## src/trs_bus_pkg.sv

```systemverilog
`default_nettype none

package trs_bus_pkg;

  // z80 i/o port map, model III
  localparam logic [7:0] TRS_IO_PORT     = 8'h1F;
  localparam logic [7:0] FREHD_BASE      = 8'hC0; // 16 ports
  localparam logic [7:0] PRINTER_BASE    = 8'hF8; // 2 ports
  localparam logic [7:0] CASS_PORT       = 8'hFF;
  localparam logic [7:0] ORCH_L_PORT     = 8'h75;
  localparam logic [7:0] ORCH_R_PORT     = 8'h79;
  localparam logic [7:0] FLASH_CTRL_PORT = 8'hFC;
  localparam logic [7:0] FLASH_DATA_PORT = 8'hFD;

  typedef struct packed {
    logic [7:0] a;       // low address byte
    logic [7:0] d;       // data from the z80
    logic       in_n;
    logic       out_n;
    logic       ioreq_n;
  } z80_bus_t;

  typedef struct packed {
    logic trs_io_in;
    logic trs_io_out;
    logic frehd_in;
    logic frehd_out;
    logic printer_rd;
    logic printer_wr;
    logic cass_out;
    logic orch_l_out;
    logic orch_r_out;
    logic flash_ctrl_out;
    logic flash_data_in;
    logic flash_data_out;
    logic io_access;     // one cycle per bus access
  } port_sel_t;

  // code on ESP_S, tells the esp which port was hit
  typedef enum logic [3:0] {
    ESP_TRS_IO_IN  = 4'd0,
    ESP_TRS_IO_OUT = 4'd1,
    ESP_FREHD_IN   = 4'd2,
    ESP_FREHD_OUT  = 4'd3,
    ESP_PRINTER_RD = 4'd4,
    ESP_PRINTER_WR = 4'd5,
    ESP_IDLE       = 4'hF
  } esp_func_t;

  // flash control byte: cs active high, wpn active low
  typedef union packed {
    logic [7:0] raw;
    struct packed {
      logic       cs;
      logic       wpn;
      logic [5:0] unused;
    } f;
  } flash_ctrl_u;

endpackage

`default_nettype wire

```

## src/cass_audio.sv

```systemverilog
`timescale 1ns/1ps
`default_nettype none

module cass_audio
  import trs_bus_pkg::*;
(
  input  wire       clk,
  input  wire       rst_n,
  input  port_sel_t sel,
  input  z80_bus_t  bus,
  output logic      cass_out_l,
  output logic      cass_out_r
);

  logic [1:0] cass;
  logic [7:0] orch [2];  // 0 left, 1 right
  logic [1:0] level;     // signed -1, 0 or +1
  logic [1:0] pdm_out;

  always_ff @(posedge clk or negedge rst_n) begin
    if (!rst_n) begin
      cass <= 2'b00;
      orch <= '{default: 8'h00};
    end else if (sel.io_access) begin
      if (sel.cass_out)
        cass <= bus.d[1:0];
      if (sel.orch_l_out)
        orch[0] <= bus.d;
      if (sel.orch_r_out)
        orch[1] <= bus.d;
    end
  end

  // bit1 inverted plus bit0, centred on zero
  assign level = {1'b0, ~cass[1]} + {1'b0, cass[0]} - 2'b01;

  for (genvar ch = 0; ch < 2; ch++) begin : g_chan
    logic [8:0] sample;  // signed mix
    logic [9:0] acc;     // carry out is the pdm bit

    always_ff @(posedge clk or negedge rst_n) begin
      if (!rst_n) begin
        sample <= 9'd0;
        acc    <= 10'd0;
      end else begin
        sample <= {orch[ch][7], orch[ch]} + {level, 7'b0000000};
        acc    <= {1'b0, acc[8:0]} + {1'b0, ~sample[8], sample[7:0]}; // offset binary
      end
    end

    assign pdm_out[ch] = acc[9];
  end

  assign cass_out_l = pdm_out[0];
  assign cass_out_r = pdm_out[1];

endmodule

`default_nettype wire

```

## config.mk

```make
export PLATFORM = sky130hd
export DESIGN_NAME = cass_audio
export DESIGN_NICKNAME = d
export VERILOG_FILES = /design/src/trs_bus_pkg.sv /design/src/cass_audio.sv
export SDC_FILE = /design/constraint.sdc
export NUM_CORES = 1
export LEC_CHECK = 0
export BUFFER_PORTS_ARGS = -buffer_cell sky130_fd_sc_hd__buf_2
export CAP_MARGIN = 15
export CORE_AREA = 3 3 58 87
export DETAILED_ROUTE_END_ITERATION = 10
export DIE_AREA = 0 0 61 90
export PLACE_DENSITY = 0.76
export SYNTH_ARGS = -nofsm -noshare
export SYNTH_HDL_FRONTEND = slang
export SYNTH_SLANG_ARGS = --single-unit
export TNS_END_PERCENT = 30
```

## constraint.sdc

```tcl
create_clock -name clk -period 2.7 [get_ports clk]
set_input_delay 0.81 -clock clk [delete_from_list [all_inputs] [get_ports clk]]
set_output_delay 0.81 -clock clk [all_outputs]
set_load 0.1 [all_outputs]
```

* After elaboration in Yosys (flattened, before gate mapping)
Index checks and enable logic that the tools add are counted.
Word-level totals: register bits 56, output and inout port bits 2, logic and storage cells 19
Operators by class: $add $sub $neg 6, bitwise operators 3, reductions and logical operators 3
Operators by type and width (number):
- 9-bit by 9-bit adder with 10-bit output | 2
- 9-bit adder | 2
- 2-bit AND reduction | 3
- 1-bit NOT | 3
- 1-bit by 1-bit adder with 2-bit output | 1
- 2-bit by 1-bit subtractor with 2-bit output, second input constant | 1

* Longest topological paths before layout
depth after elaboration 4, mapped depth 8, mapped depth without buffers 8

* Worst setup path before layout
Ideal clock, no wire load.
path kind register to output, start point register g_chan[0].acc[9], end point output port cass_out_l, arrival time 883 ps, required time 1890 ps, slack 1007 ps, stages on the path, launching flop included 1, path through dfrtp_1
RTL lines:
- start: declaration | RTL line cass_audio.sv:39 | logic [9:0] acc;
- start signal: assignment | RTL line cass_audio.sv:47 | acc <= {1'b0, acc[8:0]} + {1'b0, ~sample[8], sample[7:0]};
- end: declaration | RTL line cass_audio.sv:11 | output logic cass_out_l,
No word-level cell between the ends.

* Final worst setup path
start point register g_chan[1].acc[9], end point output port cass_out_r
RTL lines:
- start: declaration | RTL line cass_audio.sv:39
- start signal: assignment | RTL line cass_audio.sv:47
- end: declaration | RTL line cass_audio.sv:12 | output logic cass_out_r
No word-level cell between the ends.

==> results_dict.tcl <==
set metrics [dict create \
    drtIter0Drc 31 \
    timing.hold.ws_ps 372.8 \
    gp_congestion 0.7357 \
    crit_path_start "g_chan[1].acc[9]$_DFF_PN0_" \
    cts_sinks 56 \
    portBuffers 15 \
    critPathKind "reg -> out" \
    hp-class "reg -> reg" \
    fin_tns_setup_ps 0 \
    ys_seq_elements 56 \
    cts_resized 0 \
    die_w_microns 61 \
    rsz0062_at_grt "no" \
    drc 0 \
    holdBufCountCts 0 \
    vdd_ir_drop_max_mv 0.4920 \
    postSynthAreaPerCell_sq_um 14.09 \
    status "finished, final reports clean" \
    post_cts_buffers 0 \
    required_ps 1890 \
    grt_pass1_vias 1448 \
    clk_transition_reported_paths_ps 100 \
    worstHoldStart "orch[13]$_DFFE_PN0P_" \
    wl_met1_microns 1524 \
    vias_per_cell 5.325 \
    insertion_delay_ps 300 \
    hold_viol 0 \
    worst_pin_slew_ps 675.0 \
    antenna_cells 0 \
    synthCells 170 \
    slew_viol_final 0 \
    crit_arrival_ps 1050 \
    critPathLaunchType "register" \
    min_period_over_period_pct 68.90 \
    pin_count 36 \
    clock-skew-final_ps 10.32 \
    cap_violations 0 \
    crit_family "buffers and inverters" \
    final_nets 249 \
    htree_levels 2 \
    synth.distinct_cells 20 \
    ys_seq_area_share_pct 58.52 \
    cts-root-buf "clkbuf_8" \
    max_freq_ghz 0.5376 \
    antenna_found_initial 0 \
    wl_met2_microns 1929 \
    yosysWarnings 0 \
    drive_above_1_share_pct 25.77 \
    initial_core_util_pct 55.46 \
    crit_path_top_delay_cell "buf_2" \
    wl_met3_microns 123 \
    clk_path_buf_depth 2 \
    vias 1278 \
    core_sq_um 4318 \
    overflow 0 \
    syn2layout_area_growth_pct 9.718 \
    routedWlPerCell_microns 15.13 \
    track_usage_pct 15.43 \
    max_slew_margin_pct 55.00 \
    p_leak_nw 1.235 \
    slowest_delay_ps 410 \
    crit_chain "buf_2" \
    grt_max_degree 57 \
    dp_hpwl_microns 2734 \
    setup_viol 0 \
    grt_pass1_wl_microns 6348 \
    top_layer "met4" \
    cts_tree "yes" \
    rows 29 \
    die_h_microns 90 \
    syn-num-nets 226 \
    endpoint_kind "primary output" \
    cp.buffers_inverters 1 \
    synthesis.area_sq_um 2395 \
    drt-total-wl_microns 3631 \
    cts_buffers 5 \
    first_pass_iters 4 \
    die_area_sq_um 5490 \
    cellPowerDensity_nw_per_um2 1156 \
    path_max_fanout 1 \
    finalCriticalPeriod_ps 1860 \
    drtAntennaViolNets 0 \
    r2r_start "g_chan[0].sample[0]$_DFF_PN0_" \
]
==> path summary, 6_finish.rpt <==
check | end | slack [ps] | depth (start not counted)
max | cass_out_r | 840 | 1
min | g_chan[0].sample[5]$_DFF_PN0_ | 370 | 0
max reg2reg | g_chan[0].acc[8]$_DFF_PN0_ | 1000 | 8
min reg2reg | g_chan[0].sample[5]$_DFF_PN0_ | 370 | 0
max in group asynchronous | orch[12]$_DFFE_PN0P_ | 1630 | 2
min in group asynchronous | g_chan[1].acc[7]$_DFF_PN0_ | 620 | 2
==> cells in the final DEF, fill, tap and decap left out <==
cell type,instances
a21o_1,4
a21oi_1,8
a21oi_2,2
a21oi_4,2
a31oi_4,2
buf_2,15
buf_4,1
clkbuf_8,5
clkinv_4,1
clkinvlp_4,2
dfrtp_1,56
fa_1,4
ha_1,18
inv_1,19
mux2_2,18
nand2_1,7
nand3_1,2
nor3_1,2
o211ai_1,2
o21ai_0,1
o21ai_1,3
o21ai_2,2
o221ai_1,2
or3_1,2
xnor2_1,14
==> through the flow <==
stage	std cells	area (sq um)	setup slack [ps]	total power, mW	utilization [%]
after detailed placement	232	2535	974.4	2.621	58.71
after floorplan	170	2395	1007	2.343	-
final	240	2628	839.8	3.038	60.85
after global routing	240	2628	785.6	3.283	60.85
after global placement	232	2535	1031	2.503	58.71
after CTS	240	2628	836.6	3.081	60.85
==> state kept, by name (all words and copies together), names as in the netlist <==
name	cells
g_chan.acc	20
g_chan.sample	18
cass	2
orch	16
==> per-layer routing <==
metal / vias to the layer above / global-route usage, %
li1: 625 / -
met4: 0 / 5.425
met2: 24 / 25.62
met1: 623 / 19.08
met5: - / 0
met3: 6 / 3.582
==> power breakdown <==
group	internal [mW]	switching, mW	total (mW)	leakage [nW]
Combinational	0.602	0.786	1.39	0.539
Clock	0.184	0.266	0.450	0.0404
Sequential	1.10	0.0965	1.20	0.656
==> layout make-up <==
| class | count | area (sq um) |
|---|---|---|
| inverters | 19 | 71.32 |
| flip-flops and latches | 56 | 1401 |
| clock inverters | 3 | 23.77 |
| clock buffers | 5 | 68.82 |
| well taps | 46 | 57.56 |
| multi-input cells | 95 | 922.1 |
| repair buffers | 16 | 82.58 |
| fillers | 324 | 1690 |
==> cells by family (layout without fill, tap and decap cells) <==
logic type,Yosys count,after routing,synth area share (%)
DFF,56,56,58.52
AOI/OAI and AO/OA,28,28,9.718
adders and majority gates,22,22,12.75
buffers and inverters,19,43,2.978
muxes,18,18,8.464
xor gates and xnor gates,14,14,5.120
and+or+nand+nor,13,13,2.456
==> synth_stat cells <==
master / count / area [sq um]
fa_1: 4 / 80.08
a21oi_4: 2 / 32.53
inv_1: 19 / 71.32
a31oi_4: 2 / 42.54
dfrtp_1: 56 / 1401
nand3_1: 2 / 10.01
ha_1: 18 / 225.2
a21oi_1: 8 / 40.04
a21oi_2: 2 / 17.52
o21ai_0: 1 / 5.000
xnor2_1: 14 / 122.6
o221ai_1: 2 / 17.52
o21ai_1: 3 / 15.01
a21o_1: 4 / 30.03
or3_1: 2 / 12.51
o211ai_1: 2 / 15.01
nand2_1: 7 / 26.28
o21ai_2: 2 / 17.52
nor3_1: 2 / 10.01
mux2_2: 18 / 202.7
(Power assumes the default switching activity.)
