`src/trs_bus_pkg.sv`:
```
`default_nettype none

package trs_bus_pkg;

  // z80 i/o port map, model III
  localparam logic [7:0] TRS_IO_PORT     = 8'h1F;
  localparam logic [7:0] FREHD_BASE      = 8'hC0; // 16 ports
  localparam logic [7:0] PRINTER_BASE    = 8'hF8; // 2 ports
  localparam logic [7:0] CASS_PORT       = 8'hFF;
  localparam logic [7:0] ORCH_L_PORT     = 8'h75;
  localparam logic [7:0] ORCH_R_PORT     = 8'h79;
  localparam logic [7:0] FLASH_CTRL_PORT = 8'hFC;
  localparam logic [7:0] FLASH_DATA_PORT = 8'hFD;

  typedef struct packed {
    logic [7:0] a;       // low address byte
    logic [7:0] d;       // data from the z80
    logic       in_n;
    logic       out_n;
    logic       ioreq_n;
  } z80_bus_t;

  typedef struct packed {
    logic trs_io_in;
    logic trs_io_out;
    logic frehd_in;
    logic frehd_out;
    logic printer_rd;
    logic printer_wr;
    logic cass_out;
    logic orch_l_out;
    logic orch_r_out;
    logic flash_ctrl_out;
    logic flash_data_in;
    logic flash_data_out;
    logic io_access;     // one cycle per bus access
  } port_sel_t;

  // code on ESP_S, tells the esp which port was hit
  typedef enum logic [3:0] {
    ESP_TRS_IO_IN  = 4'd0,
    ESP_TRS_IO_OUT = 4'd1,
    ESP_FREHD_IN   = 4'd2,
    ESP_FREHD_OUT  = 4'd3,
    ESP_PRINTER_RD = 4'd4,
    ESP_PRINTER_WR = 4'd5,
    ESP_IDLE       = 4'hF
  } esp_func_t;

  // flash control byte: cs active high, wpn active low
  typedef union packed {
    logic [7:0] raw;
    struct packed {
      logic       cs;
      logic       wpn;
      logic [5:0] unused;
    } f;
  } flash_ctrl_u;

endpackage

`default_nettype wire

```
`src/esp_handshake.sv`:
```
`timescale 1ns/1ps
`default_nettype none

module esp_handshake
  import trs_bus_pkg::*;
#(
  parameter int ESP_REQ_CYCLES = 50
) (
  input  wire       clk,
  input  wire       rst_n,
  input  port_sel_t sel,
  input  wire       esp_done,
  output esp_func_t esp_s,
  output logic      esp_req,
  output logic      wait_req,
  output logic      extiosel
);

  localparam int CW = $clog2(ESP_REQ_CYCLES + 1);

  logic          esp_sel;
  logic          esp_start;
  logic [2:0]    done_sync;
  logic          done_rise;
  logic [CW-1:0] req_cnt;

  assign esp_sel = sel.trs_io_in | sel.trs_io_out | sel.frehd_in |
                   sel.frehd_out | sel.printer_rd | sel.printer_wr;
  assign esp_start = sel.io_access & esp_sel;
  assign done_rise = done_sync[1] & ~done_sync[2];

  always_ff @(posedge clk or negedge rst_n) begin
    if (!rst_n) begin
      done_sync <= 3'b000;
      req_cnt   <= '0;
      wait_req  <= 1'b0;
    end else begin
      done_sync <= {done_sync[1:0], esp_done};
      if (esp_start)
        req_cnt <= CW'(ESP_REQ_CYCLES); // a new access restarts the pulse
      else if (req_cnt != '0)
        req_cnt <= req_cnt - 1'b1;
      if (esp_start)
        wait_req <= 1'b1;
      else if (done_rise)
        wait_req <= 1'b0;
    end
  end

  assign esp_req = (req_cnt != '0);

  // esp reads and flash data reads drive the bus
  assign extiosel = sel.trs_io_in | sel.frehd_in | sel.printer_rd | sel.flash_data_in;

  always_comb begin
    if (sel.trs_io_in)       esp_s = ESP_TRS_IO_IN;
    else if (sel.trs_io_out) esp_s = ESP_TRS_IO_OUT;
    else if (sel.frehd_in)   esp_s = ESP_FREHD_IN;
    else if (sel.frehd_out)  esp_s = ESP_FREHD_OUT;
    else if (sel.printer_rd) esp_s = ESP_PRINTER_RD;
    else if (sel.printer_wr) esp_s = ESP_PRINTER_WR;
    else                     esp_s = ESP_IDLE;
  end

endmodule

`default_nettype wire

```
`config.mk`:
```
export PLATFORM = sky130hd
export DESIGN_NAME = esp_handshake
export DESIGN_NICKNAME = d
export VERILOG_FILES = /design/src/trs_bus_pkg.sv /design/src/esp_handshake.sv
export SDC_FILE = /design/constraint.sdc
export NUM_CORES = 1
export LEC_CHECK = 0
export BUFFER_PORTS_ARGS = -buffer_cell sky130_fd_sc_hd__buf_2
export CAP_MARGIN = 10
export CELL_PAD_IN_SITES_DETAIL_PLACEMENT = 1
export CELL_PAD_IN_SITES_GLOBAL_PLACEMENT = 2
export CORE_UTILIZATION = 25
export DETAILED_ROUTE_END_ITERATION = 8
export PLACE_DENSITY_LB_ADDON = 0.3
export REMOVE_ABC_BUFFERS = 1
export SETUP_SLACK_MARGIN = 0.02
export SYNTH_ARGS = -nofsm -noshare
export SYNTH_HDL_FRONTEND = slang
export SYNTH_SLANG_ARGS = --single-unit
```
`constraint.sdc`:
```
create_clock -name clk -period 1.6 [get_ports clk]
set_input_delay 0.16 -clock clk [delete_from_list [all_inputs] [get_ports clk]]
set_output_delay 0.16 -clock clk [all_outputs]
set_load 0.02 [all_outputs]
```
Yosys cells after proc, flatten, opt, wreduce, memory -nomap -nowiden

Index checks and enable logic that the tools add are counted.

Add/subtract/negate cells: 1
$mul: 0
Divide/modulo/power cells: 0
Order comparisons: 0
Equality and inequality tests: 0
Shift operators: 0
Multiplexer cells: 10
Bitwise operators: 11
Reductions and logical operators: 3

Operators with widths:

| operator                                                           | number |
|---|---|
| 4-bit two-way mux                                                  | 6 |
| 6-bit two-way mux                                                  | 2 |
| 1-bit OR                                                           | 8 |
| 6-bit nonzero test                                                 | 1 |
| 6-bit by 1-bit subtractor with 6-bit output, second input constant | 1 |
| 2-bit nonzero test                                                 | 2 |
| 1-bit AND                                                          | 2 |
| 1-bit two-way mux                                                  | 2 |
| 1-bit inverter                                                     | 1 |

Flip-flop bits (word level): 10
Bits in latches: 0
RAM bits: 0
Memory bits (read-only): 0
Word-level logic and storage cells: 28
Memories: 0

Longest topological paths before layout

Depth after elaboration: 7
Gate-level depth with buffers: 5
Depth with buffers taken out: 5

Worst setup path after synthesis

OpenSTA, ideal clock, no wires.

Path type: reg-to-reg
Start point: register req_cnt[2]
End point: register req_cnt[5]
Library setup time: 0.132 ns
Arrival: 1.358 ns
Data required time: 1.468 ns
Slack: 0.110 ns
Cell stages (with the launch flop): 5
Buffers on the path: 1
Cells stage by stage: dfrtp_1 > or3_1 > clkbuf_1 > o21ai_0 > or3b_1

Cells in the longest elaborated chain, start to end: 3
Elaborated cells on any way between the ends: 5
Classes of those cells: add/sub (1); mux (2); reduce/logical (2)

Ends and longest elaborated chain:

| element                                     | line                | source |
|---|---|---|
| from (decl)                                 | esp_handshake.sv:25 | `logic [CW-1:0] req_cnt;` |
| from (signal assigned)                      | esp_handshake.sv:40 | `req_cnt <= CW'(ESP_REQ_CYCLES);` |
| from (signal assigned)                      | esp_handshake.sv:42 | `req_cnt <= req_cnt - 1'b1;` |
| 6-bit by 1-bit subtractor with 6-bit output | esp_handshake.sv:42 |  |
| 6-bit two-way mux                           | esp_handshake.sv:41 | `else if (req_cnt != '0)` |
| 6-bit two-way mux                           | esp_handshake.sv:39 | `if (esp_start)` |

Several ways; a longest one is shown, not always the timed one. The select of a mux whose other input is x is not followed.
A chain may end at the register's enable or synchronous reset.

Worst setup path after layout

Start point: register req_cnt[2]
End point: output port esp_req

Cells in the longest elaborated chain, start to end: 1

Ends and longest elaborated chain:

| element            | line                | source |
|---|---|---|
| 6-bit nonzero test | esp_handshake.sv:50 | `assign esp_req = (req_cnt != '0);` |
| to (decl)          | esp_handshake.sv:14 | `output logic esp_req,` |

No other way between the ends.

==> PnR_summary.wiki <==
{| class="wikitable"
! Metric !! Value
|-
| Global-route wire length before repair || approximately 2200 um
|-
| Unrepaired setup endpoints after global routing || true
|-
| Most area-hungry cell type in the Yosys netlist || sky130_fd_sc_hd__dfrtp_1
|-
| Type of origin of the critical path || flip-flop
|-
| Remaining global-route overflow || 0
|-
| # diodes || 0
|-
| Clock tree from TritonCTS || yes
|-
| Core Rows || 16
|-
| Fin Setup TNS || 0 ps
|-
| DR iter-0 viols || 8
|-
| Count of unique library cells instantiated by Yosys || 24
|-
| Post-route fraction of the period consumed by the critical path || 0.9755
|-
| FF+latch count, synth || 10
|-
| Worst setup slack after placement || between 60 and 70 ps
|-
| Number of input and output port buffers inserted || 17
|-
| Post-detail-place hpwl || between 1000 and 1500 um
|-
| Post-CTS clock slew at the launch and capture registers of the worst setup and hold paths || 70 ps
|-
| Vias || roughly 540
|-
| Number of H-tree branching levels || 1
|-
| Leakage component of the power || 0.3745 nW
|-
| Area of the core region || 1962 um2
|-
| Number of antenna violations at the first check in global routing || 0
|-
| Starting utilization of the core area || 0.2679
|-
| Via density per instance || ~4.7
|-
| Global-route usage over all layers || 0.1403
|-
| Clock sink count || 10
|-
| Max-slew violations || 0
|-
| Power per cell area || between 800 and 900 nW/um2
|-
| Drt wl/cell || 12.91 um
|-
| Fraction of synthesized cell area in xor and xnor cells || 0
|-
| Clock latency reported for the late side of the worst-skew pair || 270 ps
|-
| Actual transition at the worst max-transition pin || 273.2 ps
|-
| Placed Cells || 104
|-
| Critical path fanouts, max || 2
|-
| Async set-reset flop share out of synthesis || 1.000
|-
| Root buffer cell || sky130_fd_sc_hd__clkbuf_4
|-
| DIE WIDTH || 47.85 um
|-
| Iteration count of the initial detailed-routing pass || 4
|-
| Max-Slew Margin vs Limit || 0.8175
|-
| Yosys warns || 0
|-
| Vertical die dimension || between 40 and 50 um
|-
| Fraction of layout cells with a size suffix above 1 || 0.4545
|-
| Drt total wl || 1485 um
|-
| Endpoints failing hold || 0
|-
| Number of setup violations in the final report || 0
|-
| Required arrival time at the worst endpoint || about 1400 ps
|-
| Syn_area_per_cell || ~9.4 um2
|-
| Die Outline Area || ~2300 um2
|-
| Total number of nets in the final design || about 110
|-
| P&R area growth vs syn || 53.33%
|-
| Max Cap Viol || 0
|-
| Share of the yosys chip area belonging to registers || 0.4762
|-
| Status || finished clean
|-
| Combinational family with the most area after synthesis || simple AND/OR/NAND/NOR gates
|-
| Worst setup skew after layout || 4.230 ps
|-
| Synthesized netlist cell count || 56
|-
| Simple-gate share of the synthesized area || 0.2548
|-
| Highest ir drop seen on vdd || 0.0003051 V
|-
| Final worst setup slack || a little under 40 ps
|-
| Boundary pin count || 23
|-
| Design Area, Final || 805.8 um2
|-
| Number of DRC violations after detailed routing || 0
|-
| Complex-gate fraction of the synthesized area || 0.1690
|-
| Final worst path period need || 1561 ps
|-
| Fraction of post-synthesis cell area in the top cell type by area || 0.4762
|-
| Crit end category || primary output
|-
| Maximum number of pins on one net before global-route repair || 11
|-
| Type of the worst setup path || reg -> out
|-
| Filler-free cell count of the finished design || 115
|-
| Mux cell area share after synthesis || 0
|-
| Final RePlAce weighted congestion || between 0.7 and 0.8
|-
| Antenna violation net count after detailed routing || 0
|-
| Number of synthesized flops with an enable pin || 0
|-
| Vias in the first global route || 535
|-
| Max Freq || between 600 and 700 MHz
|-
| Netlist area before placement || 525.5 um2
|-
| Dpl cell area || 678.2 um2
|-
| Number of CTS-inserted buffers || 3
|-
| Top area cells in the synthesized netlist || sky130_fd_sc_hd__dfrtp_1, sky130_fd_sc_hd__o21ai_0, sky130_fd_sc_hd__ha_1, sky130_fd_sc_hd__a21oi_1, sky130_fd_sc_hd__nor3_1
|-
| Path category of the worst min-delay check || in -> reg
|-
| Maximum clock path buffer count || 2
|-
| Data arrival at the endpoint of the critical path || 1400 ps
|-
| Ys flop type || sky130_fd_sc_hd__dfrtp_1
|-
| Area share of fa/ha/maj cells after synthesis || 0.04762
|}
==> power by group <==
group | switching, mW | total (mW) | internal (mW)
registers | 0.0120 | 0.285 | 0.273
logic | 0.0864 | 0.172 | 0.0855
clock network | 0.0982 | 0.236 | 0.138
total | 0.197 | 0.694 | 0.497
==> kinds of logic (layout without fill, tap and decap cells) <==
group,Yosys count,count (layout)
compound gates,15,15
simple gates,22,22
fa+ha+maj,2,2
buf+inv,7,39
flops,10,10
==> sequential cells by signal (all words and copies together), names as in the netlist <==
signal,count
req_cnt,6
done_sync,3
wait_req,1
==> routing by layer <==
layer	vias to the layer above	global-route usage	part of all wire
met4	0	0.1056	0.020
met3	4	0.02642	0.047
met5	-	0	0
li1	260	-	-
met1	255	0.1493	0.42
met2	24	0.2432	0.51
==> stage by stage <==
stage	util	power, mW	hold slack, ps
5_1_grt	0.4107	0.7337	268.1
6_report	0.4107	0.6937	256.3
3_5_place_dp	0.3457	0.4189	35.66
2_1_floorplan	-	0.3584	-135.6
4_1_cts	0.4069	0.6900	247.5
3_3_place_gp	0.3457	0.4151	35.58
==> worst max-delay path: stages (launching register included) <==
cell	delay [ps]
sky130_fd_sc_hd__dfrtp_1	380
sky130_fd_sc_hd__or3_4	390
sky130_fd_sc_hd__or2_4	230
sky130_fd_sc_hd__buf_6	130
==> cell usage in the layout, fill, tap and decap left out, types with 3 or more instances in the layout <==
cell type,count
sky130_fd_sc_hd__dfrtp_1,10
sky130_fd_sc_hd__inv_1,4
sky130_fd_sc_hd__buf_2,16
sky130_fd_sc_hd__buf_4,10
sky130_fd_sc_hd__a21oi_1,4
sky130_fd_sc_hd__nor3_1,4
sky130_fd_sc_hd__o21ai_0,6
sky130_fd_sc_hd__clkbuf_4,3
==> final cells by class <==
type / instances / area, um2
Multi-Input combinational cell: 39 / 275.3
Tap cell: 27 / 33.78
Fill cell: 255 / 1156
Inverter: 6 / 23.77
Clock buffer: 4 / 36.28
Timing Repair Buffer: 29 / 186.4
Sequential cell: 10 / 250.2
==> final timing paths <==
path                       cells past startpoint           end    startpoint  slack, ps
setup / recovery                               3       esp_req    req_cnt[2]         40
hold / removal                                 4      wait_req        sel[0]        260
setup reg to reg                               4    req_cnt[5]    req_cnt[2]         80
hold reg to reg                                0  done_sync[1]  done_sync[0]        360
max in group asynchronous                      2  done_sync[0]         rst_n       1130
min in group asynchronous                      2    req_cnt[1]         rst_n        270
==> timing repair <==
item | in CTS | in global routing
setup buffers | 4 | 1
hold buffers | 2 | 0
endpoints found under the hold margin | 11 | 0
resized for setup | 8 | 1
setup endpoints to repair | 1 | 2
pin swaps | 1 | 1
==> cell usage after synthesis, drive strengths merged, types with 2 or more instances <==
cell,number
or3,2
nor2,2
a21oi,4
nor3,4
nor4,2
dfrtp,10
ha,2
o21ai,7
or4,2
nand2b,3
inv,5
or2,2
No activity file was read; power rests on OpenSTA's default activity.
