==> config.mk <==
export PLATFORM = sky130hd
export DESIGN_NAME = host_regs
export DESIGN_NICKNAME = d
export VERILOG_FILES = /design/src/trs_bus_pkg.sv /design/src/host_cmd_pkg.sv /design/src/host_regs.sv
export SDC_FILE = /design/constraint.sdc
export NUM_CORES = 1
export LEC_CHECK = 0
export BUFFER_PORTS_ARGS = -buffer_cell sky130_fd_sc_hd__buf_2
export CORE_MARGIN = 1
export CORE_UTILIZATION = 50
export DETAILED_ROUTE_END_ITERATION = 10
export PLACE_DENSITY = 0.8
export SLEW_MARGIN = 20
export SYNTH_ARGS = -nofsm -noshare
export SYNTH_HDL_FRONTEND = slang
export SYNTH_SLANG_ARGS = --single-unit
==> constraint.sdc <==
create_clock -name clk -period 1.7 [get_ports clk]
set_input_delay 0.17 -clock clk [delete_from_list [all_inputs] [get_ports clk]]
set_output_delay 0.17 -clock clk [all_outputs]
set_load 0.1 [all_outputs]
==> src/trs_bus_pkg.sv <==
`default_nettype none

package trs_bus_pkg;

  // z80 i/o port map, model III
  localparam logic [7:0] TRS_IO_PORT     = 8'h1F;
  localparam logic [7:0] FREHD_BASE      = 8'hC0; // 16 ports
  localparam logic [7:0] PRINTER_BASE    = 8'hF8; // 2 ports
  localparam logic [7:0] CASS_PORT       = 8'hFF;
  localparam logic [7:0] ORCH_L_PORT     = 8'h75;
  localparam logic [7:0] ORCH_R_PORT     = 8'h79;
  localparam logic [7:0] FLASH_CTRL_PORT = 8'hFC;
  localparam logic [7:0] FLASH_DATA_PORT = 8'hFD;

  typedef struct packed {
    logic [7:0] a;       // low address byte
    logic [7:0] d;       // data from the z80
    logic       in_n;
    logic       out_n;
    logic       ioreq_n;
  } z80_bus_t;

  typedef struct packed {
    logic trs_io_in;
    logic trs_io_out;
    logic frehd_in;
    logic frehd_out;
    logic printer_rd;
    logic printer_wr;
    logic cass_out;
    logic orch_l_out;
    logic orch_r_out;
    logic flash_ctrl_out;
    logic flash_data_in;
    logic flash_data_out;
    logic io_access;     // one cycle per bus access
  } port_sel_t;

  // code on ESP_S, tells the esp which port was hit
  typedef enum logic [3:0] {
    ESP_TRS_IO_IN  = 4'd0,
    ESP_TRS_IO_OUT = 4'd1,
    ESP_FREHD_IN   = 4'd2,
    ESP_FREHD_OUT  = 4'd3,
    ESP_PRINTER_RD = 4'd4,
    ESP_PRINTER_WR = 4'd5,
    ESP_IDLE       = 4'hF
  } esp_func_t;

  // flash control byte: cs active high, wpn active low
  typedef union packed {
    logic [7:0] raw;
    struct packed {
      logic       cs;
      logic       wpn;
      logic [5:0] unused;
    } f;
  } flash_ctrl_u;

endpackage

`default_nettype wire

==> src/host_cmd_pkg.sv <==
`default_nettype none

package host_cmd_pkg;

  typedef enum logic [7:0] {
    OP_GET_COOKIE       = 8'd0,
    OP_DBUS_READ        = 8'd3,
    OP_DBUS_WRITE       = 8'd4,
    OP_DATA_READY       = 8'd5,
    OP_GET_VERSION      = 8'd15,
    OP_GET_MODE         = 8'd16,
    OP_ABUS_READ        = 8'd18,
    OP_SET_LED          = 8'd26,
    OP_GET_CONFIG       = 8'd27,
    OP_SET_SPI_CTRL_REG = 8'd29,
    OP_SET_SPI_DATA     = 8'd30,
    OP_GET_SPI_DATA     = 8'd31,
    OP_SET_VPRINTER_EN  = 8'd33
  } host_op_t;

  typedef struct packed {
    logic       stb;   // one cycle per command
    host_op_t   op;
    logic [7:0] param;
  } host_cmd_t;

  localparam logic [7:0] COOKIE        = 8'hAF;
  localparam logic [2:0] VERSION_MAJOR = 3'd0;
  localparam logic [4:0] VERSION_MINOR = 5'd3;
  localparam logic [3:0] TRS_MODE      = 4'h8; // model III

  // number of parameter bytes after the opcode
  function automatic logic param_count(host_op_t op);
    case (op)
      OP_DBUS_WRITE, OP_SET_LED, OP_SET_SPI_CTRL_REG,
      OP_SET_SPI_DATA, OP_SET_VPRINTER_EN: return 1'b1;
      default: return 1'b0;
    endcase
  endfunction

endpackage

`default_nettype wire

==> src/host_regs.sv <==
`timescale 1ns/1ps
`default_nettype none

module host_regs
  import trs_bus_pkg::*;
  import host_cmd_pkg::*;
#(
  parameter int HEARTBEAT_BITS = 26
) (
  input  wire        clk,
  input  wire        rst_n,
  input  host_cmd_t  cmd,
  input  wire        bad_op,
  input  port_sel_t  sel,
  input  z80_bus_t   bus,
  input  wire  [3:0] conf,
  input  wire  [7:0] flash_rx,
  output logic [7:0] tx_byte,
  output logic [7:0] d_out,
  output logic       dbus_en_n,
  output logic       vprinter_en,
  output logic       int_req,
  output logic       led_red,
  output logic       led_green,
  output logic       led_blue,
  output logic       led_hb
);

  logic [7:0]                trs_data;  // byte returned on esp reads
  logic                      spi_error;
  logic [HEARTBEAT_BITS-1:0] heartbeat;
  logic                      esp_rd;

  always_ff @(posedge clk or negedge rst_n) begin
    if (!rst_n) begin
      vprinter_en <= 1'b1;
      int_req     <= 1'b0;
      {led_blue, led_green, led_red} <= 3'b000;
      spi_error   <= 1'b0;
      heartbeat   <= '0;
    end else begin
      heartbeat <= heartbeat + 1'b1;
      if (bad_op)
        spi_error <= 1'b1;   // sticky
      if (sel.io_access && (sel.trs_io_in || sel.trs_io_out))
        int_req <= 1'b0;
      if (cmd.stb) begin
        case (cmd.op)
          OP_DATA_READY:      int_req <= 1'b1;
          OP_SET_VPRINTER_EN: vprinter_en <= cmd.param[0];
          OP_SET_LED:         {led_blue, led_green, led_red} <= cmd.param[2:0];
          default: ;
        endcase
      end
    end
  end

  always_ff @(posedge clk) begin
    if (cmd.stb && cmd.op == OP_DBUS_WRITE)
      trs_data <= cmd.param;
    if (cmd.stb) begin
      case (cmd.op)
        OP_GET_COOKIE:   tx_byte <= COOKIE;
        OP_GET_VERSION:  tx_byte <= {VERSION_MAJOR, VERSION_MINOR};
        OP_GET_MODE:     tx_byte <= {4'b0000, TRS_MODE};
        OP_GET_CONFIG:   tx_byte <= {4'b0000, ~conf};
        OP_DBUS_READ:    tx_byte <= bus.d;
        OP_ABUS_READ:    tx_byte <= bus.a;
        OP_GET_SPI_DATA: tx_byte <= flash_rx;
        default: ;
      endcase
    end
  end

  assign led_hb = heartbeat[HEARTBEAT_BITS-1] | spi_error;

  // z80 read path
  assign esp_rd = sel.trs_io_in | sel.frehd_in | sel.printer_rd;
  assign dbus_en_n = ~(~(bus.out_n | bus.ioreq_n) | esp_rd | sel.flash_data_in);

  always_comb begin
    if (esp_rd)
      d_out = trs_data;
    else if (sel.flash_data_in)
      d_out = flash_rx;
    else
      d_out = 8'h00;
  end

endmodule

`default_nettype wire

# == Word-level counts from Yosys, hierarchy flattened ==
# Cells that the tools add are included.
# word_totals
regBits,48
inputBits,64
output_inout_bits,23
elab_cells,43
# classes
addsub,1
n_eq_ne,10
muxes,6
bitwise,9
n_reduce_logical,8
# op_table
operator,n
$pmux W8 S7,1
$eq A8 B5 Y1 const B,5
$add A26 B1 Y26 const B,1
$eq A8 B3 Y1 const B,2
$mux W8,2
$eq A8 B2 Y1 const B,1
$eq A8 B4 Y1 const B,1
$eq A8 B6 Y1 const B,1
$logic_not A8 Y1,1
$reduce_bool A7 Y1,1
$or A1 B1 Y1,6
$reduce_and A2 Y1,3
$not A4 Y4,1
$mux W1,3
$logic_and A1 B1 Y1,2
$not A1 Y1,2
$logic_or A1 B1 Y1,1

# == Longest topological paths before layout ==
# depth
ltp_word,5
mapped_depth,6
mapped_depth_nobuf,5

# == Least setup slack after synthesis ==
# OpenSTA, ideal clock, no wires.
# synth_timing
path_kind,input -> output
startpoint,input port sel[10] in the netlist's numbering
endpoint,output port dbus_en_n
t_arrival_ns,2.804
required_time_ns,1.530
path_slack_ns,-1.274
cell_stages,3
path_buffers,1
cell_sequence,or3_1 clkbuf_1 nor3_1
# synth_via
elab_chain_cells,5
# synth_lines
element,line,source
from (decl),host_regs.sv:14,"input port_sel_t sel,"
$or A1 B1 Y1 (2 in a row),host_regs.sv:78,assign esp_rd = sel.trs_io_in | sel.frehd_in | sel.printer_rd;
$or A1 B1 Y1 (2 in a row),host_regs.sv:79,assign dbus_en_n = ~(~(bus.out_n | bus.ioreq_n) | esp_rd | sel.flash_data_in);
$not A1 Y1,host_regs.sv:79,
to (decl),host_regs.sv:20,"output logic dbus_en_n,"
# Every way passes these cells.

# == Worst setup path in the final report ==
# layout_timing
startpoint,register heartbeat[1]
endpoint,register heartbeat[24]
# layout_via
elab_chain_cells,1
# layout_lines
element,line,source
from (decl),host_regs.sv:31,logic [HEARTBEAT_BITS-1:0] heartbeat;
from (signal assigned),host_regs.sv:42,heartbeat <= heartbeat + 1'b1;
$add A26 B1 Y26,host_regs.sv:42,
# Every way passes these cells.
# A chain may end at the register's enable or synchronous reset.

==> impl_metrics.yaml <==
run_status:
  run_status: "completed"
routing:
  post_drt_via_cell_ratio: 5.523
  drcViolationCount: 0
  detail_route.iter0.violations: 111
  postRouteAntennaNets: 0
  finalWirelength_um: 5457
  first_pass_iters: 4
  wl_per_cell_um: 14.87
  vias: 2027
placement:
  dpl_worst_slack_ns: 0.09779
  io_buffers: 78
  hpwl_reported_at_the_end_of_detailed_placement_um: 4180
  gp_routability_congestion: 0.9337
worst_setup_path:
  critPathArrivalTime_ns: 1.83
  timing.critical_path.to_type: "flop"
  worst-path-buf-inv: 1
  reg2reg_depth: 6
  slowest_stage: "sky130_fd_sc_hd__nor4_4"
  critical_path.max_stage_delay_ns: 0.41
  worst_reg2reg_path_startpoint: "heartbeat[1]$_DFF_PN0_"
  crit_chain: "ha_2, nand3_2, nor4_4, buf_4, nand3_1, xnor2_1"
  ff2ff_setup_slack_ns: 0.06
  path_max_fanout: 5
  worst_r2r_endpoint: "heartbeat[24]$_DFF_PN0_"
  worst_path_dominant_cell_family: "simple AND/OR/NAND/NOR gates"
  criticalPathCategory: "flop to flop"
  cp_data_required_time_ns: 1.89
  timing.critical_path.from_type: "flop"
cells_and_area:
  number_of_nets_in_the_finished_design: 377
  final_layout_size_suffix_gt1_frac: 0.3674
  p_r_area_growth_vs_syn_pct: 32.02
  num_antenna_cells: 0
timing:
  final_max_slew_viol_count: 0
  timing.fmax_mhz: 610.1
  timing.max_slew.rel_slack: 0.5419
  final.setup.tns_ns: 0
  final.hold.worst_slack_ns: 0.04275
  setup_viol: 0
  worst_slew_pin_slew_ns: 0.6872
  period_needed_ns: 1.639
  hold_viol: 0
  final_min_period_over_clock_period: 0.9641
  fin_ws_ns: 0.06097
  skew_ns: 0.006428
floorplanning:
  die_area_sq_um: 5160
  top_level_ports: 87
  core_area_sq_um: 4692
  die-height_um: 71.84
  dieWidth_um: 71.84
  floorplan.initialDensity: 0.5197
  rows: 25
clocking:
  htree_num_levels: 2
  clock_tree.buffer_depth: 2
  cts_buffers: 5
  clk_latency_ns: 0.30
  cts_num_sinks: 48
  clockRootBuffer: "sky130_fd_sc_hd__clkbuf_8"
  cts_tree: "done"
  clk_pin_slew_ns: 0.09
power:
  total_switching_power_w: 0.0005773
  internal-power_w: 0.001838
  share_comb_of_total_power: 0.130
  p_seq_frac: 0.498
  power.static_leakage_nw: 1.481
  total_power_consumption_w: 0.002415
  power.share.clock: 0.372
  power.density_cell_area_nw_per_um2: 750.2
  switching_share: 0.2390
  irDropWorstVdd_mv: 0.4878
logic_synthesis:
  synth_area_leader_cell: "sky130_fd_sc_hd__dfrtp_1"
  synth.ff_latch_count: 48
  ys_warn_count: 0
  synthesis.nets: 289
  ys_top_cells_by_area: "sky130_fd_sc_hd__dfrtp_1, sky130_fd_sc_hd__edfxtp_1, sky130_fd_sc_hd__xnor2_1, sky130_fd_sc_hd__nand2_1, sky130_fd_sc_hd__nand3_1"
  yosys.cell_types.count: 47
  share_of_synthesized_registers_carrying_an_async_set_or_reset: 0.6667
  synthCells: 224
  synthesis.area_per_instance_sq_um: 10.89
  synth_flop_cell: "sky130_fd_sc_hd__dfrtp_1"
  synth_area_sq_um: 2439
  ys_seq_area_frac: 0.5259
  synth_enable_flop_cells: 16
  synthDominantCellAreaShare: 0.3181
hold_path:
  min_to: "trs_data[6]$_DFFE_PP_"
  timing.hold.worst.start: "cmd[6]"
  worst_hold_path.num_cells: 1
  timing.hold.worst.class: "primary input to flop"
global_route:
  grt_usage: 0.2270
  largest_net_degree_at_the_start_of_global_routing: 33
  overflow: 0
  grt_pass1_vias: 1896
  grt_pass1_wl_um: 8838
  grt_antenna_before_repair: 0
job:
  timing.max_cap.violations: 0
## cells in the mapped netlist (2+ instances only)
cell                       count
sky130_fd_sc_hd__a32oi_1       2
sky130_fd_sc_hd__a222oi_1      3
sky130_fd_sc_hd__nand2b_1      3
sky130_fd_sc_hd__nor4_4        3
sky130_fd_sc_hd__nand2_1      34
sky130_fd_sc_hd__buf_2         3
sky130_fd_sc_hd__xor2_1        4
sky130_fd_sc_hd__buf_6         2
sky130_fd_sc_hd__o21ai_0       3
sky130_fd_sc_hd__or2_2         2
sky130_fd_sc_hd__mux2_4        3
sky130_fd_sc_hd__dfrtp_1      31
sky130_fd_sc_hd__nand3_1      24
sky130_fd_sc_hd__o211ai_1      5
sky130_fd_sc_hd__nor2_1       10
sky130_fd_sc_hd__and3_1        3
sky130_fd_sc_hd__inv_1         7
sky130_fd_sc_hd__nand4_1      10
sky130_fd_sc_hd__a22oi_1       2
sky130_fd_sc_hd__xnor2_1      21
sky130_fd_sc_hd__edfxtp_1     16
sky130_fd_sc_hd__clkbuf_1      2
sky130_fd_sc_hd__nor3_1        7
## power by group through the flow
stage,sequential (W),combinational [W],clock [W]
after floorplan,0.00128,0.000123,0
after global placement,0.00123,0.000309,0
after detailed placement,0.00123,0.000312,0
after CTS,0.00120,0.000314,0.000911
after global routing,0.00120,0.000333,0.000963
final,0.00120,0.000313,0.000899
## worst max path at each step
stage | start | end | slack [ns] | depth (start not counted)
floorplan | sel[10] | dbus_en_n | -0.009 | 3
global placement | cmd[8] | tx_byte[0]$_DFFE_PP_ | 0.13 | 5
detailed placement | cmd[13] | tx_byte[0]$_DFFE_PP_ | 0.1 | 5
CTS | heartbeat[9]$_DFF_PN0_ | heartbeat[22]$_DFF_PN0_ | 0.19 | 4
global route | heartbeat[1]$_DFF_PN0_ | heartbeat[24]$_DFF_PN0_ | -0.03 | 6
finish | heartbeat[1]$_DFF_PN0_ | heartbeat[24]$_DFF_PN0_ | 0.06 | 6
## cells in the final DEF, fill, tap and decap left out, drive strengths merged, types with 2 or more instances in the layout
cell and count:
a32oi 2, nand2b 3, buf 89, inv 7, xor2 4, nor2 10, nor4 5, xnor2 21
or2 2, dfrtp 31, nand4 11, nand3 25, edfxtp 16, mux2 4, or3 2, o21ai 3
nor3 8, a22oi 2, nand2 34, o211ai 5, and3 3, a222oi 3, clkbuf 7
## routing by layer
metal | track usage | wire [um] | vias up
met2 | 0.3774 | 2673 | 78
met1 | 0.2925 | 2406 | 959
met5 | 0 | 0 | -
met4 | 0.07843 | 78 | 0
met3 | 0.05345 | 298 | 7
li1 | - | - | 983
## cell type report
type / instances / area [sq um]
Timing Repair Buffer: 90 / 618.1
Tap cell: 54 / 67.56
Sequential cell: 48 / 1282
Multi-Input combinational cell: 160 / 1097
Clock buffer: 7 / 97.59
Inverter: 7 / 26.28
Clock inverter: 1 / 30.03
Fill cell: 348 / 1473
## worst reg2reg max path: cells and delay by family, from the launching register on
family                     cells  cell delay, ns
adders and majority gates      1            0.21
DFF                            1            0.39
buffers and inverters          1            0.18
xor gates and xnor gates       1            0.14
and+or+nand+nor                3            0.62
## per-stage QoR
stage          cell area (sq um)  cells    util
2_1_floorplan               2455    224       -
3_3_place_gp                3052    355  0.6504
3_5_place_dp                3052    355  0.6504
4_1_cts                     3189    364  0.6797
5_1_grt                     3219    367  0.6861
6_report                    3219    367  0.6861
## flip-flops by register name (all words and copies together) (netlist names)
register,flops
spi_error,1
led_green,1
heartbeat,26
int_req,1
tx_byte,8
vprinter_en,1
trs_data,8
led_blue,1
led_red,1
## repair_timing
action                     4_1_cts  5_1_grt
setup endpoints to repair        0        1
hold buffers                     1        0
hold endpoints to repair        31        0
gates resized for setup          0        2
setup buffers                    0        3
## cell families after synthesis
family | count (synthesis) | synth area share
and+or+nand+nor | 109 | 0.2560
DFF | 48 | 0.5259
xor gates and xnor gates | 25 | 0.08979
AOI/OAI and AO/OA | 21 | 0.06619
buffers and inverters | 16 | 0.03386
muxes | 4 | 0.02309
adders and majority gates | 1 | 0.005130
No activity file was read; power rests on OpenSTA's default activity.
