[config.mk]
export PLATFORM = sky130hd
export DESIGN_NAME = cmd_parser
export DESIGN_NICKNAME = d
export VERILOG_FILES = /design/src/host_cmd_pkg.sv /design/src/cmd_parser.sv
export SDC_FILE = /design/constraint.sdc
export NUM_CORES = 1
export LEC_CHECK = 0
export BUFFER_PORTS_ARGS = -buffer_cell sky130_fd_sc_hd__buf_2
export CAP_MARGIN = 10
export CORE_MARGIN = 5
export CORE_UTILIZATION = 49
export CTS_BUF_LIST = sky130_fd_sc_hd__clkbuf_4 sky130_fd_sc_hd__clkbuf_8
export DETAILED_ROUTE_END_ITERATION = 6
export GPL_TIMING_DRIVEN = 0
export MAX_ROUTING_LAYER = met4
export PLACE_DENSITY = 0.75
export SYNTH_ARGS = -nofsm -noshare
export SYNTH_HDL_FRONTEND = slang
export SYNTH_SLANG_ARGS = --single-unit
[constraint.sdc]
create_clock -name clk -period 1.4 [get_ports clk]
set_input_delay 0.28 -clock clk [delete_from_list [all_inputs] [get_ports clk]]
set_output_delay 0.28 -clock clk [all_outputs]
set_load 0.02 [all_outputs]
[src/host_cmd_pkg.sv]
`default_nettype none

package host_cmd_pkg;

  typedef enum logic [7:0] {
    OP_GET_COOKIE       = 8'd0,
    OP_DBUS_READ        = 8'd3,
    OP_DBUS_WRITE       = 8'd4,
    OP_DATA_READY       = 8'd5,
    OP_GET_VERSION      = 8'd15,
    OP_GET_MODE         = 8'd16,
    OP_ABUS_READ        = 8'd18,
    OP_SET_LED          = 8'd26,
    OP_GET_CONFIG       = 8'd27,
    OP_SET_SPI_CTRL_REG = 8'd29,
    OP_SET_SPI_DATA     = 8'd30,
    OP_GET_SPI_DATA     = 8'd31,
    OP_SET_VPRINTER_EN  = 8'd33
  } host_op_t;

  typedef struct packed {
    logic       stb;   // one cycle per command
    host_op_t   op;
    logic [7:0] param;
  } host_cmd_t;

  localparam logic [7:0] COOKIE        = 8'hAF;
  localparam logic [2:0] VERSION_MAJOR = 3'd0;
  localparam logic [4:0] VERSION_MINOR = 5'd3;
  localparam logic [3:0] TRS_MODE      = 4'h8; // model III

  // number of parameter bytes after the opcode
  function automatic logic param_count(host_op_t op);
    case (op)
      OP_DBUS_WRITE, OP_SET_LED, OP_SET_SPI_CTRL_REG,
      OP_SET_SPI_DATA, OP_SET_VPRINTER_EN: return 1'b1;
      default: return 1'b0;
    endcase
  endfunction

endpackage

`default_nettype wire

[src/cmd_parser.sv]
`timescale 1ns/1ps
`default_nettype none

module cmd_parser
  import host_cmd_pkg::*;
(
  input  wire        clk,
  input  wire        rst_n,
  input  wire  [7:0] rx_byte,
  input  wire        rx_valid,
  output host_cmd_t  cmd,
  output logic       bad_op
);

  typedef enum logic {
    S_IDLE,
    S_PARAM
  } state_t;

  state_t   state;
  host_op_t op_in;
  logic     known;

  assign op_in = host_op_t'(rx_byte);

  always_comb begin
    case (rx_byte)
      OP_GET_COOKIE, OP_DBUS_READ, OP_DBUS_WRITE, OP_DATA_READY,
      OP_GET_VERSION, OP_GET_MODE, OP_ABUS_READ, OP_SET_LED,
      OP_GET_CONFIG, OP_SET_SPI_CTRL_REG, OP_SET_SPI_DATA,
      OP_GET_SPI_DATA, OP_SET_VPRINTER_EN: known = 1'b1;
      default: known = 1'b0;
    endcase
  end

  always_ff @(posedge clk or negedge rst_n) begin
    if (!rst_n) begin
      state  <= S_IDLE;
      cmd    <= '0;
      bad_op <= 1'b0;
    end else begin
      cmd.stb <= 1'b0;
      bad_op  <= 1'b0;
      if (rx_valid) begin
        case (state)
          S_IDLE: begin
            if (!known)
              bad_op <= 1'b1;     // dropped, stays idle
            else begin
              cmd.op <= op_in;
              if (param_count(op_in))
                state <= S_PARAM;
              else
                cmd.stb <= 1'b1;
            end
          end
          S_PARAM: begin
            cmd.param <= rx_byte;
            cmd.stb   <= 1'b1;
            state     <= S_IDLE;
          end
          default: state <= S_IDLE;
        endcase
      end
    end
  end

endmodule

`default_nettype wire

# [Word-level counts from Yosys, hierarchy flattened]
# Memories as Yosys holds them, arrays and structs flattened.
# Cells that the tools add are included.
[word_totals] regBits=19 rom_bits=64 input_bits=11 out_inout_bits=18 mem_count=1
[classes] n_eq_ne=5 n_mux=17 bitwise_logic=1 n_reduce_logical=4
[memory_table] memory="(no name shown)" words=64 width=1 rd=1 rd_ports_with_merged_regs=0 wr=0 line_no="cmd_parser.sv:27" rtl="case (rx_byte)"
[op_table] cell="8-bit by 5-bit equality test with 1-bit output, second input constant" n=3
[op_table] cell="17-bit 2-to-1 mux" n=1
[op_table] cell="8-bit 2-to-1 mux" n=2
[op_table] cell="1-bit 2-to-1 mux" n=11
[op_table] cell="9-bit 2-to-1 mux" n=1
[op_table] cell="8-bit by 3-bit equality test with 1-bit output, second input constant" n=1
[op_table] cell="8-bit by 6-bit equality test with 1-bit output, second input constant" n=1
[op_table] cell="5-bit OR reduction" n=1
[op_table] cell="1-bit case mux with 2 select lines" n=2
[op_table] cell="3-bit AND reduction" n=1
[op_table] cell="2-bit zero test" n=1
[op_table] cell="2-bit AND reduction" n=1
[op_table] cell="1-bit inverter" n=1

# [Depth between registers and ports, before layout]
# Gate-level depths: netlist (run 1).
[logic_depth] depth_word=10 ltp_mapped=6 depth_no_buf=6

# [Least setup slack after synthesis (run 1)]
# No wires, ideal clock.
[synth_timing] kind="input port to flip-flop" startpoint="in rx_byte[0]" endpoint="reg bad_op" arrival_ns=1.628 required_ns=1.274 path_slack_ns=-0.354 stages=6 path_buffers=0 cell_sequence="inv_1 -> ha_1 -> nor3_1 -> a311oi_4 -> o31a_1 -> o311a_1"
[synth_via] elab_chain_len=5
[synth_rtl] element="from (decl)" line_no="cmd_parser.sv:9" rtl="input wire [7:0] rx_byte,"
[synth_rtl] element="memory 64 x 1 bit"
[synth_rtl] element="1-bit 2-to-1 mux" line_no="cmd_parser.sv:27"
[synth_rtl] element="1-bit 2-to-1 mux" line_no="cmd_parser.sv:47" rtl="if (!known)"
[synth_rtl] element="1-bit 2-to-1 mux" line_no="cmd_parser.sv:45" rtl="case (state)"
[synth_rtl] element="1-bit 2-to-1 mux" line_no="cmd_parser.sv:44" rtl="if (rx_valid) begin"
[synth_rtl] element="to (signal assigned)" line_no="cmd_parser.sv:40" rtl="bad_op <= 1'b0;"
[synth_rtl] element="to (signal assigned)" line_no="cmd_parser.sv:43" rtl="bad_op <= 1'b0;"
[synth_rtl] element="to (signal assigned)" line_no="cmd_parser.sv:48" rtl="bad_op <= 1'b1;"
[synth_rtl] element="to (decl)" line_no="cmd_parser.sv:12" rtl="output logic bad_op"
# Every way passes these cells.
# A chain may end at the register's enable or synchronous reset.

# [Final worst setup path (run 1)]
[layout_timing] startpoint="reg state" endpoint="reg cmd[8] (netlist name)"
[layout_via] elab_chain_len=2
[layout_rtl] element="from (decl)" line_no="cmd_parser.sv:20" rtl="state_t state;"
[layout_rtl] element="from (signal assigned)" line_no="cmd_parser.sv:38" rtl="state <= S_IDLE;"
[layout_rtl] element="from (signal assigned)" line_no="cmd_parser.sv:52" rtl="state <= S_PARAM;"
[layout_rtl] element="from (signal assigned)" line_no="cmd_parser.sv:60" rtl="state <= S_IDLE;"
[layout_rtl] element="1-bit inverter (no source line)"
[layout_rtl] element="3-bit AND reduction (no source line)"
[layout_rtl] element="to (decl)" line_no="cmd_parser.sv:11" rtl="output host_cmd_t cmd,"
# Every way passes these cells.

==> flow_summary.toml, run 1 <==
[global_route]
grt_max_degree = 20
grt_pass1_vias = 949
grt_pass1_wl_um = 4388
grt-ovfl-total = 0
track_usage = 0.1726
antenna_found_initial = 0

[critical_path]
critPathMaxStageDelay_ns = 0.56
arrival_ns = 1.65
r2r-end = "cmd[8]"
crit_slowest_cell = "or4b_4"
cp_max_fo = 5
r2r-start = "state"
crit_path_end = "cmd[8]"
crit_path_start = "state"
r2r_cells = 3
path_cells = "or4b_4, o311a_1, nand3_1"
crit_required_ns = 1.64
r2r_slack_ns = -0.005
path_class = "reg2reg"
critPathCaptureType = "register"
start_kind = "register"

[timing]
min_period_ns = 1.405
slew_headroom = 0.7099
hold-worst-slack_ns = 0.2379
fin_skew_ns = 0.002594
grt_setup_unrepaired = "yes"
fin_ws_ns = -0.004931
post-route-period-util = 1.004
setup_violations = 1
hold_viol_final = 0
worst_pin_slew_ns = 0.4345
fmax_mhz = 711.8
final-max-slew-violation-count = 0

[routing]
wirelength_um = 2573
drc = 0
drt-pass1-iter-count = 4
vias = 989
drtAntennaViolNets = 0
routed_via_density = 5.717
initialDrtViolationCount = 16
wl_per_cell_um = 14.87

[layout]
antenna_cells = 0
finalInstanceArea_mm2 = 0.001511
fin_util = 0.6899
final_net_count = 161
stdcell_count = 173
nFillCells = 180
mostFrequentLayoutCell = "buf_2"
drive_above_1_share = 0.4345
area_growth_pct = 36.65
final_cell_mix = "buf_2 (25), dfrtp_1 (19), nand2_1 (12), buf_4 (9), o21ai_0 (7)"

[run_status]
status = "finished, violations left"
violations = "negative setup slack"

[clocking]
cts.sinks = 19
insertion_delay_ns = 0.30
cts_root_buffer = "clkbuf_4"
cts_tree = "built"
cts-buffers-inserted = 3
h-tree-depth = 1
cts_buffer_depth = 2
clk_pin_slew_worst_paths_ns = 0.11

[floorplan]
die_height_um = 57.51
num_io_pins = 29
core_mm2 = 0.002191
rows = 17
die_width_um = 57.51
start_util = 0.5049
dieArea_mm2 = 0.003307

[place]
numPortBuffers = 27
place_congestion = 0.8436
dpl.hpwl_um = 1911
place_area_mm2 = 0.001349
dp.cells = 160

[logic_synthesis]
synth.area.top_cells = "dfrtp_1 (43%), ha_1 (4.5%), nand2_1 (4.4%)"
seq_area_frac_synth = 0.4299
synthFlopType = "dfrtp_1"
synth_enable_flop_cells = 0
yosys_warnings = 0
synth_top_area_frac = 0.4299
synth_nets = 120
synthDistinctLibCells = 36
synth_area_leader_cell = "dfrtp_1"
postSynthAreaPerCell_um2 = 10.53
syn-instance-count = 105
async_flop_share = 1.000
synth_seq_cells = 19
synthesis.area_mm2 = 0.001106

[hold_path]
hold_class = "in2reg"
hp-start = "rx_valid"

[power_and_ir_drop]
p_int_mw = 0.8473
static-leakage-power_nw = 0.6859
combPwrFrac = 0.287
p_switching_mw = 0.4102
pwr-share-clk = 0.226
p_seq_frac = 0.487
power.density_mw_per_mm2 = 831.9
switching_share = 0.3262
peakVddDrop_uv = 515.4

[run]
maxCapViolCount = 0
[worst min-delay path by stage]
stage / end / slack, ns / depth (start not counted)
after detailed placement: cmd[0] / 0.24 / 1
after CTS: state / 0.23 / 2
after global routing: state / 0.25 / 2
after global placement: cmd[0] / 0.22 / 1
final: state / 0.24 / 2
after floorplan: bad_op / -0.02 / 0
[cell type report]
type,count,area (um^2),area share
buffer,4,38.79,0.02566
clock buffer,3,22.52,0.01490
clock inverter,1,7.507,0.004967
inverter,8,37.54,0.02483
multi-input combinational,74,676.9,0.4478
sequential,19,475.5,0.3146
tap,28,35.03,0.02318
timing repair buffer,36,217.7,0.1440
[power groups by stage]
| stage | sequential, mW | clock (mW) | combinational, mW |
|---|---|---|---|
| 2_1_floorplan | 0.675 | 0 | 0.152 |
| 3_3_place_gp | 0.622 | 0 | 0.312 |
| 3_5_place_dp | 0.623 | 0 | 0.319 |
| 4_1_cts | 0.612 | 0.290 | 0.339 |
| 5_1_grt | 0.619 | 0.311 | 0.393 |
| 6_report | 0.612 | 0.284 | 0.361 |
[stage by stage]
step,setup slack [ns],total power [mW],setup TNS [ns]
floorplan,-0.1235,0.8275,-0.2532
global placement,-0.4532,0.9339,-4.057
detailed placement,-0.4577,0.9427,-4.189
CTS,-0.02991,1.240,-0.06853
global route,-0.06272,1.322,-0.1907
finish,-0.004931,1.257,-0.004931
[cells by family (layout without fill, tap and decap cells)]
logic type	after synthesis	in the layout	synth area share
adder cells (fa/ha/maj)	4	4	0.04525
AO/OA/AOI/OAI	33	33	0.2568
multiplexers	2	2	0.02036
AND/OR/NAND/NOR	35	35	0.1901
buffers and inverters	12	52	0.05769
flip-flops	19	19	0.4299
[synth_stat cells (2+ instances only)]
master    count
a21boi_0      2
a21oi_1       2
buf_6         2
dfrtp_1      19
ha_1          4
inv_1         8
mux2_2        2
nand2_1      13
nand3_1       3
nand3b_1      5
nand4_1       2
nor2_1        3
nor4b_2       2
o211ai_1      5
o21ai_0       8
o311a_1       3
o311ai_0      3
[layer usage]
layer | vias to the layer above | wire [um] | global-route usage
met2 | 28 | 1240 | 0.2726
li1 | 480 | - | -
met3 | 4 | 147 | 0.02489
met1 | 477 | 1135 | 0.2183
met5 | - | 0 | -
met4 | 0 | 50 | 0.07616
[timing repair]
item / 4_1_cts / 5_1_grt
gates resized for setup: 5 / 9
pin swaps: 5 / 5
hold buffers: 1 / 0
cloned: 0 / 0
hold endpoints to repair: 19 / 0
buffers inserted: 7 / 1
setup endpoints to repair: 10 / 15
[critical path, delay by kind of cell, from the launching register on]
kind             cells  cell delay (ns)
AO/OA/AOI/OAI        1             0.31
flip-flops           1             0.39
AND/OR/NAND/NOR      2             0.64
[state kept, by name (all words and copies together) (netlist names)]
name and cells:
bad_op 1, cmd 17, state 1
(Power assumes the default switching activity.)
==> inputs of run 2 (changes only) <==
==> constraint.sdc (replaced) <==
create_clock -name clk -period 1.4 [get_ports clk]
set_input_delay 0.21 -clock clk [delete_from_list [all_inputs] [get_ports clk]]
set_output_delay 0.21 -clock clk [all_outputs]
set_load 0.02 [all_outputs]
==> flow_summary.toml, run 2 (synthesized netlist as in run 1, its figures left out) <==
[layout]
finalInstanceArea_mm2 = 0.001533
final_net_count = 166
area_growth_pct = 38.57
final_cell_mix = "buf_2 (25), dfrtp_1 (19), buf_4 (14), nand2_1 (12), o21ai_0 (7)"
mostFrequentLayoutCell = "buf_2"
stdcell_count = 178
antenna_cells = 0
reg.largest.list = "cmd: 17 flops, bad_op: 1 flops, state: 1 flops"
drive_above_1_share = 0.4400
max_flop_register = "cmd"
largest_reg_flops = 17

[timing]
final-max-slew-violation-count = 0
setup_violations = 2
fin_skew_ns = 0.004552
slew_headroom = 0.6593
fin_ws_ns = -0.02137
grt_setup_unrepaired = "yes"
post-route-period-util = 1.015
worst_pin_slew_ns = 0.5031
fmax_mhz = 703.5
hold_viol_final = 0
hold-worst-slack_ns = 0.1779
min_period_ns = 1.421

[floorplan]
num_io_pins = 29
die_height_um = 57.51
start_util = 0.5049
rows = 17
dieArea_mm2 = 0.003307
core_mm2 = 0.002191
die_width_um = 57.51

[critical_path]
path_class = "reg2reg"
crit_path_start = "state"
arrival_ns = 1.66
critPathCaptureType = "register"
r2r-start = "state"
path_cells = "or4b_4, o311a_1, nand3_1"
start_kind = "register"
crit_slowest_cell = "or4b_4"
critPathMaxStageDelay_ns = 0.54
cp_max_fo = 5
crit_required_ns = 1.64

[place]
place_area_mm2 = 0.001338
dp.cells = 160
numPortBuffers = 27
post-place-ws_ns = -0.4277
dpl.hpwl_um = 1931
place_congestion = 0.8337

[routing]
wirelength_um = 2677
drtAntennaViolNets = 0
drc = 0
initialDrtViolationCount = 23
routed_via_density = 5.775
wl_per_cell_um = 15.04
drt-pass1-iter-count = 4
vias = 1028

[clocking]
insertion_delay_ns = 0.30
cts_buffer_depth = 2
cts_tree = "built"
clk_pin_slew_worst_paths_ns = 0.10
h-tree-depth = 1
cts_root_buffer = "clkbuf_4"
cts.sinks = 19
cts-buffers-inserted = 3

[power_and_ir_drop]
static-leakage-power_nw = 0.7166
combPwrFrac = 0.288
switching_share = 0.3217
peakVddDrop_uv = 533.7
p_total_mw = 1.255
power.density_mw_per_mm2 = 818.9
p_switching_mw = 0.4038
p_int_mw = 0.8513
p_seq_frac = 0.489
pwr-share-clk = 0.223

[global_route]
track_usage = 0.1753
antenna_found_initial = 0
grt_pass1_wl_um = 4485
grt_max_degree = 20
grt_pass1_vias = 1011
grt-ovfl-total = 0

[run_status]
violations = "negative setup slack"
status = "finished, violations left"

[run]
maxCapViolCount = 0

[hold_path]
hold_class = "in2reg"
hp-start = "rx_valid"
[run 2: changes by cell type in the layout (fill, tap and decap cells not counted), sizes merged]
cell / delta
buf: +5
clkinv: +2
clkinvlp: -1
inv: -1
[run 2: per-stage QoR]
stage | TNS [ns] | utilization
2_1_floorplan | -0.06645 | -
4_1_cts | -0.04491 | 0.6499
6_report | -0.04178 | 0.6996
3_5_place_dp | -3.671 | 0.6105
5_1_grt | -0.1552 | 0.6996
3_3_place_gp | -3.314 | 0.6105
[run 2: final timing paths]
path | to | slack (ns) | depth (start not counted)
setup / recovery | cmd[9] | -0.02 | 3
hold / removal | state | 0.18 | 2
setup reg to reg | cmd[9] | -0.02 | 3
hold reg to reg | cmd[5] | 0.48 | 2
max in group asynchronous | cmd[9] | 0.75 | 2
min in group asynchronous | cmd[0] | 0.36 | 2
[run 2: repair_timing]
item,CTS,global route
endpoints found under the hold margin,19,0
setup endpoints to repair,9,16
setup buffers,4,9
pin swaps,3,6
gates resized for setup,7,14
hold buffers,1,0
[run 2: cell type report]
| type | instances | area (um^2) |
|---|---|---|
| multi-input cells | 74 | 644.4 |
| plain buffers | 4 | 35.03 |
| fillers | 173 | 658.1 |
| inverters | 8 | 47.55 |
| repair buffers | 41 | 267.8 |
| flip-flops and latches | 19 | 475.5 |
| well taps | 28 | 35.03 |
| clock inverters | 1 | 5.005 |
| clock buffers | 3 | 22.52 |
[run 2: critical path: cells and delay by family, from the launching register on]
kind            cells  cell delay (ns)
flops               1             0.44
compound gates      1             0.30
simple gates        2             0.62
[run 2: routing by layer]
metal | global-route usage | vias up | routed length (um)
met5 | - | - | 0
met4 | 0.1126 | 0 | 64
met3 | 0.01584 | 7 | 120
met2 | 0.2887 | 34 | 1373
met1 | 0.2023 | 498 | 1119
li1 | - | 489 | -
[run 2: power groups by stage]
stage | sequential, mW | combinational [mW] | clock, mW
5_1_grt | 0.620 | 0.392 | 0.306
3_3_place_gp | 0.622 | 0.305 | 0
2_1_floorplan | 0.675 | 0.145 | 0
3_5_place_dp | 0.625 | 0.313 | 0
6_report | 0.613 | 0.362 | 0.280
4_1_cts | 0.614 | 0.329 | 0.284
